### config.mk
export PLATFORM = sky130hd
export DESIGN_NAME = lcd_top
export DESIGN_NICKNAME = d
export VERILOG_FILES = /design/src/lcd_pkg.sv /design/src/lcd_controller.sv /design/src/lcd_text_writer.sv /design/src/lcd_top.sv
export VERILOG_INCLUDE_DIRS = /design/src
export SDC_FILE = /design/constraint.sdc
export NUM_CORES = 1
export LEC_CHECK = 0
export ABC_CLOCK_PERIOD_IN_PS = 2450
export BUFFER_PORTS_ARGS = -buffer_cell sky130_fd_sc_hd__buf_2
export CORE_ASPECT_RATIO = 0.8
export CORE_MARGIN = 2
export CORE_UTILIZATION = 43
export CTS_BUF_LIST = sky130_fd_sc_hd__clkbuf_8
export DETAILED_ROUTE_END_ITERATION = 8
export PLACE_DENSITY_LB_ADDON = 0.1
export RECOVER_POWER = 100
export SLEW_MARGIN = 20
export SYNTH_ARGS = -nofsm -noshare
export SYNTH_HDL_FRONTEND = slang
export SYNTH_SLANG_ARGS = --single-unit
### constraint.sdc
create_clock -name clk -period 2.45 [get_ports clk]
set_clock_uncertainty 0.15 [all_clocks]
set_input_delay 0 -clock clk [delete_from_list [all_inputs] [get_ports clk]]
set_output_delay 0 -clock clk [all_outputs]
set_load 0.01 [all_outputs]
### src/lcd_config.svh
`ifndef LCD_CONFIG_SVH
`define LCD_CONFIG_SVH

// clock cycles per microsecond kept small for short simulations
`define LCD_CLK_PER_US 3

// init sequence timing in microseconds
`define LCD_POWERUP_US 500     // wait after power is applied
`define LCD_CMD_PULSE_US 10    // e high time per init command
`define LCD_WAIT_SHORT_US 50   // after function set and display control
`define LCD_WAIT_CLEAR_US 200  // clear display is the slow one
`define LCD_WAIT_ENTRY_US 100  // after entry mode set

// run-time bus cycle in microseconds
`define LCD_CYCLE_US 50        // whole transfer
`define LCD_E_RISE_US 1        // setup before e rises
`define LCD_E_FALL_US 14       // e falls here

// must hold the power-up count
`define LCD_CNT_BITS 11

`endif

### src/lcd_pkg.sv
package lcd_pkg;

	// controller phases
	typedef enum logic [1:0] {
		POWERUP,
		INIT,
		IDLE,
		XFER
	} lcd_ctrl_state_t;

	// position in the init command list
	typedef enum logic [2:0] {
		FUNC_SET,
		DISP_CTRL,
		CLEAR,
		ENTRY_MODE,
		DONE
	} lcd_init_step_t;

	// command prefixes that the option bits get or-ed into
	typedef enum logic [7:0] {
		CMD_CLEAR     = 8'h01,
		CMD_ENTRY     = 8'h04,
		CMD_DISPLAY   = 8'h08,
		CMD_FUNCTION  = 8'h30,  // includes the 8-bit interface bit
		CMD_SET_DDRAM = 8'h80
	} lcd_opcode_t;

	typedef enum logic [2:0] {
		WAIT_INIT,
		READY,
		SEND_ADDR,
		SEND_DATA,
		SEND_CLEAR
	} lcd_writer_state_t;

	// 10-bit bus word with rs and rw above the data byte
	typedef struct packed {
		logic       rs;
		logic       rw;
		logic [7:0] data;
	} lcd_bus_t;

endpackage

### src/lcd_controller.sv
`timescale 1ns/1ps
`include "lcd_config.svh"

module lcd_controller import lcd_pkg::*; (
	input  logic       clk,
	input  logic       reset,
	input  logic [6:0] init_flags,
	input  logic       xfer_start,
	input  lcd_bus_t   xfer_word,
	output logic       busy,
	output logic       e,
	output logic       rs,
	output logic       rw,
	output logic [7:0] lcd_data
);

	typedef logic [`LCD_CNT_BITS-1:0] cnt_t;

	localparam int N = `LCD_CLK_PER_US;

	localparam cnt_t POWERUP_LAST = cnt_t'(`LCD_POWERUP_US * N - 1);
	localparam cnt_t PULSE_LAST   = cnt_t'(`LCD_CMD_PULSE_US * N - 1);
	localparam cnt_t SHORT_LAST   = cnt_t'((`LCD_CMD_PULSE_US + `LCD_WAIT_SHORT_US) * N - 1);
	localparam cnt_t CLEAR_LAST   = cnt_t'((`LCD_CMD_PULSE_US + `LCD_WAIT_CLEAR_US) * N - 1);
	localparam cnt_t ENTRY_LAST   = cnt_t'((`LCD_CMD_PULSE_US + `LCD_WAIT_ENTRY_US) * N - 1);
	localparam cnt_t CYCLE_LAST   = cnt_t'(`LCD_CYCLE_US * N - 1);
	localparam cnt_t E_RISE_LAST  = cnt_t'(`LCD_E_RISE_US * N - 1);
	localparam cnt_t E_FALL_LAST  = cnt_t'(`LCD_E_FALL_US * N - 1);

	lcd_ctrl_state_t state;
	lcd_init_step_t  step;
	cnt_t            cnt;     // shared by every phase
	lcd_bus_t        bus_q;   // registered pin word

	assign rs       = bus_q.rs;
	assign rw       = bus_q.rw;
	assign lcd_data = bus_q.data;

	// command byte for an init step with option bits from the flags
	function automatic logic [7:0] init_word(input lcd_init_step_t s, input logic [6:0] f);
		logic [7:0] w;
		case (s)
			FUNC_SET:   w = CMD_FUNCTION | {4'b0000, f[6], f[5], 2'b00};
			DISP_CTRL:  w = CMD_DISPLAY | {5'b00000, f[4], f[3], f[2]};
			CLEAR:      w = CMD_CLEAR;
			ENTRY_MODE: w = CMD_ENTRY | {6'b000000, f[1], f[0]};
			default:    w = 8'h00;
		endcase
		return w;
	endfunction

	// last count of a step covering the pulse and that command's wait
	function automatic cnt_t step_last(input lcd_init_step_t s);
		cnt_t c;
		case (s)
			FUNC_SET,
			DISP_CTRL:  c = SHORT_LAST;
			CLEAR:      c = CLEAR_LAST;
			ENTRY_MODE: c = ENTRY_LAST;
			default:    c = '0;
		endcase
		return c;
	endfunction

	function automatic lcd_init_step_t next_step(input lcd_init_step_t s);
		lcd_init_step_t n;
		case (s)
			FUNC_SET:   n = DISP_CTRL;
			DISP_CTRL:  n = CLEAR;
			CLEAR:      n = ENTRY_MODE;
			default:    n = DONE;
		endcase
		return n;
	endfunction

	always_ff @(posedge clk) begin
		if (reset) begin
			state <= POWERUP;
			step  <= FUNC_SET;
			cnt   <= '0;
			busy  <= 1'b1;
			e     <= 1'b0;
			bus_q <= '0;
		end else begin
			case (state)
				POWERUP: begin
					if (cnt == POWERUP_LAST) begin  // display has powered up
						cnt   <= '0;
						state <= INIT;
						step  <= FUNC_SET;
						e     <= 1'b1;
						bus_q <= '{rs: 1'b0, rw: 1'b0, data: init_word(FUNC_SET, init_flags)};
					end else begin
						cnt <= cnt + 1'b1;
					end
				end
				INIT: begin
					if (cnt == PULSE_LAST)
						e <= 1'b0;  // end of command pulse with the word held through the wait
					if (cnt == step_last(step)) begin
						cnt <= '0;
						if (step == ENTRY_MODE) begin
							state <= IDLE;
							step  <= DONE;
							busy  <= 1'b0;
							bus_q <= '0;
						end else begin
							step  <= next_step(step);
							e     <= 1'b1;
							bus_q <= '{rs: 1'b0, rw: 1'b0,
								data: init_word(next_step(step), init_flags)};
						end
					end else begin
						cnt <= cnt + 1'b1;
					end
				end
				IDLE: begin
					if (xfer_start) begin
						state <= XFER;
						busy  <= 1'b1;
						cnt   <= '0;
						bus_q <= xfer_word;  // held for the whole cycle
					end
				end
				XFER: begin
					// e is high for counts e_rise..e_fall-1 of the cycle
					e <= (cnt >= E_RISE_LAST) && (cnt < E_FALL_LAST);
					if (cnt == CYCLE_LAST) begin
						state <= IDLE;
						busy  <= 1'b0;
						cnt   <= '0;
						bus_q <= '0;
					end else begin
						cnt <= cnt + 1'b1;
					end
				end
				default: state <= POWERUP;
			endcase
		end
	end

	a_no_e_idle: assert property (@(posedge clk) disable iff (reset)
		state == IDLE |-> !e)
		else $error("e high while idle");

	a_busy_state: assert property (@(posedge clk) disable iff (reset)
		busy == (state != IDLE))
		else $error("busy does not match state");

	// the writer must wait for idle before starting
	a_start_idle: assert property (@(posedge clk) disable iff (reset)
		xfer_start |-> !busy)
		else $error("xfer_start while busy");

endmodule

### src/lcd_text_writer.sv
`timescale 1ns/1ps

module lcd_text_writer import lcd_pkg::*; (
	input  logic       clk,
	input  logic       reset,
	input  logic       put_char,
	input  logic [7:0] char_code,
	input  logic       row,
	input  logic [3:0] col,
	input  logic       clear,
	input  logic       busy,
	output logic       ready,
	output logic       xfer_start,
	output lcd_bus_t   xfer_word
);

	lcd_writer_state_t state;
	logic              issued;    // start sent and not yet finished
	lcd_bus_t          pending;   // address or clear word
	logic [7:0]        char_q;
	logic              can_start;
	logic              xfer_done;

	assign ready = (state == READY);

	// controller free and nothing outstanding
	assign can_start = !issued && !busy;

	// start still visible in the cycle before busy rises
	assign xfer_done = issued && !xfer_start && !busy;

	always_ff @(posedge clk) begin
		if (reset) begin
			state      <= WAIT_INIT;
			issued     <= 1'b0;
			xfer_start <= 1'b0;
		end else begin
			xfer_start <= 1'b0;  // one cycle strobe
			case (state)
				WAIT_INIT: begin
					if (!busy)
						state <= READY;  // controller finished init
				end
				READY: begin
					issued <= 1'b0;
					if (put_char)
						state <= SEND_ADDR;
					else if (clear)
						state <= SEND_CLEAR;
				end
				SEND_ADDR: begin
					if (can_start) begin
						xfer_start <= 1'b1;
						issued     <= 1'b1;
					end else if (xfer_done) begin
						issued <= 1'b0;
						state  <= SEND_DATA;  // data goes right behind the address
					end
				end
				SEND_DATA,
				SEND_CLEAR: begin
					if (can_start) begin
						xfer_start <= 1'b1;
						issued     <= 1'b1;
					end else if (xfer_done) begin
						issued <= 1'b0;
						state  <= READY;
					end
				end
				default: state <= WAIT_INIT;
			endcase
		end
	end

	always_ff @(posedge clk) begin
		if (ready && put_char) begin
			// ddram address with the second line at 0x40
			pending <= '{rs: 1'b0, rw: 1'b0,
				data: CMD_SET_DDRAM | {1'b0, row, 2'b00, col}};
			char_q  <= char_code;
		end else if (ready && clear) begin
			pending <= '{rs: 1'b0, rw: 1'b0, data: CMD_CLEAR};
		end
		if (can_start && state == SEND_DATA)
			xfer_word <= '{rs: 1'b1, rw: 1'b0, data: char_q};
		else if (can_start && (state == SEND_ADDR || state == SEND_CLEAR))
			xfer_word <= pending;
	end

	a_one_request: assert property (@(posedge clk) disable iff (reset)
		ready |-> !(put_char && clear))
		else $error("put_char and clear together");

endmodule

### src/lcd_top.sv
`timescale 1ns/1ps

module lcd_top import lcd_pkg::*; (
	input  logic       clk,
	input  logic       reset,
	input  logic [6:0] init_flags,
	input  logic       put_char,
	input  logic [7:0] char_code,
	input  logic       row,
	input  logic [3:0] col,
	input  logic       clear,
	output logic       ready,
	output logic       e,
	output logic       rs,
	output logic       rw,
	output logic [7:0] lcd_data
);

	logic     xfer_start;
	lcd_bus_t xfer_word;
	logic     busy;

	lcd_text_writer u_writer (
		.clk        (clk),
		.reset      (reset),
		.put_char   (put_char),
		.char_code  (char_code),
		.row        (row),
		.col        (col),
		.clear      (clear),
		.busy       (busy),
		.ready      (ready),
		.xfer_start (xfer_start),
		.xfer_word  (xfer_word)
	);

	lcd_controller u_ctrl (
		.clk        (clk),
		.reset      (reset),
		.init_flags (init_flags),
		.xfer_start (xfer_start),
		.xfer_word  (xfer_word),
		.busy       (busy),
		.e          (e),
		.rs         (rs),
		.rw         (rw),
		.lcd_data   (lcd_data)
	);

endmodule

==> metrics.md <==
| Metric | Value |
|---|---|
| Hold depth | `3` |
| Post-CTS Setup Bufs | `0` |
| Fill count | `618` |
| Fin cells | `457` |
| Clock-pin slew on the worst setup and hold paths | `0.10 ns` |
| First-pass DRT Iterations | `4` |
| Pins over their slew limit | `0` |
| Peak supply drop | `0.2660 mV` |
| Synth warn | `0` |
| CP Data Required Time | `2.49 ns` |
| First-pass GRT wire length | `11360 µm` |
| CP top delay family | `compound AO/OA/AOI/OAI gates` |
| Global Route Usage Sum | `0.1952` |
| Clock buffer depth | `2` |
| DRC viols | `0` |
| Ys flop type | `dfxtp_1` |
| Wire per inst | `15.25 µm` |
| Leakage power | `0.001311 µW` |
| Pwr dens | `451.0 mW/mm²` |
| Crit. Startpoint | `u_ctrl.cnt[0]` |
| CP Data Arrival Time | `2.28 ns` |
| Die span in y | `77.57 µm` |
| Pint | `about 1200 µW` |
| I/O Pins | `36` |
| Comb power frac | `0.050` |
| Final hold violations | `0` |
| Total number of vias | `2547` |
| Detailed Place HPWL | `4923 µm` |
| # diodes | `0` |
| Synth area leader | `dfxtp_1` |
| Number of buffers and inverters on the critical path | `0` |
| Number of nets in the layout | `399` |
| Syn avg cell area | `roughly 9.0 µm²` |
| Clock power share | `0.327` |
| Placed Cells | `roughly 430` |
| Period utilisation layout | `0.9128` |
| Syn_nets | `351` |
| Switching Fraction | `0.2266` |
| RD Place Congestion | `0.8750` |
| Initial antenna violation count | `0` |
| Unrepaired setup endpoints after global routing | `false` |
| Root Buffer | `clkbuf_8` |
| Setup_tns | `0 ns` |
| Die footprint | `approximately 0.0074 mm²` |
| Clk Latency, worst-skew pair | `0.30 ns` |
| Area Growth Syn to Fin | `17.59%` |
| Distinct cell type count after synthesis | `67` |
| Critical Path Sink Type | `flop` |
| Worst-path maximum fanout | `9` |
| CP Cell Sequence | `ha_1, nor2b_1, and4_1, nor3_1, a31o_2, o21ai_1, o21ai_0` |
| Initial Utilization | `0.4494` |
| Vias per std cell | `5.573` |
| Crit Reg-Reg Startpoint | `u_ctrl.cnt[0]` |
| # setup viols final | `0` |
| Asr flop ratio synth | `0` |
| Post-synth top cells | `37 x nand2_1, 34 x dfxtp_1, 29 x nor2_1` |
| Sw Pwr | `349.6 µW` |
| Die X | `between 90 and 100 µm` |
| Worst slew margin | `0.3232` |
| PortBufs | `34` |
| Status | `finished clean` |
| Synth top area cells | `dfxtp_1 23%, edfxtp_1 22%, nand2_1 4.8%, a21oi_1 3.8%, nor2_1 3.7%` |
| CP max stage cell | `dfxtp_1` |
| Max_cap viols | `0` |
| Class of the worst hold path | `in2reg` |
| Register area | `0.001314 mm²` |
| Path depth of the worst reg2reg path | `7` |
| # clock sinks | `55` |
| Sequential area share after synthesis | `0.4508` |
| Core ar. | `0.006474 mm²` |
| CTS tree | `yes` |
| Max Fclk | `around 450 MHz` |
| Worst-margin pin slew | `about 1.0 ns` |
| FP Rows | `26` |
| Startpoint Class | `flop` |
| Worst path max stage delay | `approximately 0.49 ns` |
| Pin count of the biggest net entering global routing | `25` |
| EDFF count, synth | `21` |
| Max H-tree Level | `2` |
| Seq pwr share | `0.622` |
| Num CTS Buffers | `5` |
| DR iter-0 viols | `179` |
| Hold wc startpoint | `clear` |
| Stages on worst setup path | `7` |
| Area of the multi-input gates | `about 0.0014 mm²` |
| Vias in the first global route | `2214` |
| Gr ovfl total | `0` |
| Mapped cell area | `just under 0.003 mm²` |
| Routed Antenna Nets | `0` |
| Post-synth top area share | `0.2340` |
| Final period demand of the worst path | `around 2.2 ns` |
| Gate Count Post-Synth | `324` |
| Routed wire length | `around 7000 µm` |
| FF+latch count, synth | `55` |
| WS Path Type | `reg2reg` |
| Share of cells above drive strength 1 | `0.1501` |
| Most common cell in the synthesized netlist | `nand2_1` |
==> final cells by class <==
cell class | count | area share
timing repair buffer | 63 | 0.1233
tap | 84 | 0.03072
sequential | 55 | 0.3841
clock buffer | 5 | 0.02012
multi-input combinational | 232 | 0.4199
clock inverter | 3 | 0.005486
inverter | 15 | 0.01646
==> sequential cells by signal, summed over array words and instances, names as in the netlist, 2 cells and up <==
signal and flops:
u_ctrl.cnt 11, u_writer.pending 6, u_ctrl.lcd_data 8, u_writer.char_q 8, u_ctrl.state 2, u_writer.state 3, u_writer.xfer_word 9, u_ctrl.step 3
==> layer usage <==
layer | GRT usage | vias to the layer above | wire [µm]
met5 | 0 | - | 0
met4 | 0.03000 | 0 | 38
met3 | 0.03301 | 5 | 314
met2 | 0.2769 | 61 | 2960
met1 | 0.3135 | 1208 | 3659
li1 | - | 1273 | -
==> power groups by stage <==
stage / combinational, µW / sequential, µW / clock (µW)
2_1_floorplan: 42.3 / 973 / 0
3_3_place_gp: 57.7 / 980 / 0
3_5_place_dp: 58.6 / 981 / 0
4_1_cts: 76.8 / 960 / 518
5_1_grt: 85.3 / 963 / 562
6_report: 77.8 / 960 / 505
==> logic make-up (layout without fill, tap and decap cells) <==
| group | Yosys count | after routing | synth area share |
|---|---|---|---|
| XOR/XNOR | 3 | 3 | 0.009034 |
| multiplexers | 10 | 10 | 0.03699 |
| adder cells (fa/ha/maj) | 3 | 3 | 0.01290 |
| AND/OR/NAND/NOR | 133 | 133 | 0.2370 |
| AO/OA/AOI/OAI | 82 | 82 | 0.1966 |
| buffers and inverters | 37 | 86 | 0.05548 |
| other | 1 | 1 | 0.001289 |
| flip-flops | 55 | 55 | 0.4508 |
==> worst register-to-register path, delay by kind of cell, from the launching register on <==
family,cells,cell delay [ns]
adders and majority gates,1,0.26
DFF,1,0.49
AOI/OAI and AO/OA,3,0.68
and+or+nand+nor,3,0.54
==> cells in the final DEF (no fill, tap or decap), types with 4 or more instances in the layout <==
cell | synthesis | final
dlygate4sd3_1 | 0 | 20
inv_1 | 12 | 12
mux2_2 | 6 | 5
edfxtp_1 | 21 | 21
buf_4 | 1 | 8
mux2i_1 | 4 | 4
a31oi_1 | 6 | 6
o221ai_1 | 7 | 7
and3_1 | 8 | 8
o21ai_0 | 10 | 10
and2_1 | 7 | 6
dfxtp_1 | 34 | 32
nand3_1 | 9 | 9
clkbuf_8 | 0 | 5
a21oi_1 | 22 | 22
clkbuf_1 | 9 | 11
nor2b_1 | 6 | 6
nand2b_1 | 5 | 5
o22ai_1 | 4 | 4
nand2_1 | 37 | 37
nor3_1 | 11 | 11
nor2_1 | 29 | 29
buf_2 | 9 | 23
==> final timing paths <==
| path | to | slack (ns) |
|---|---|---|
| setup / recovery | u_ctrl.cnt[7] | 0.21 |
| hold / removal | u_writer.pending[7] | 0.06 |
| setup reg to reg | u_ctrl.cnt[7] | 0.21 |
| hold reg to reg | u_writer.xfer_word[9] | 0.31 |
==> repair_timing <==
action	CTS	global route
gates resized for setup	0	3
hold buffers	20	0
hold endpoints to repair	18	0
setup endpoints to repair	0	8
==> per-stage QoR <==
| stage | setup slack, ns | hold slack (ns) | utilization | total power, µW | area [µm²] |
|---|---|---|---|---|---|
| 5_1_grt | 0.02897 | 0.1039 | 0.5284 | 1610 | 3421 |
| 2_1_floorplan | 0.3559 | -0.05113 | - | 1015 | 2909 |
| 3_5_place_dp | 0.1812 | 0.02854 | 0.4861 | 1039 | 3147 |
| 3_3_place_gp | 0.2200 | 0.02738 | 0.4861 | 1038 | 3147 |
| 6_report | 0.2135 | 0.05575 | 0.5284 | 1543 | 3421 |
| 4_1_cts | 0.1735 | 0.05475 | 0.5305 | 1554 | 3435 |
(Power assumes the default switching activity.)
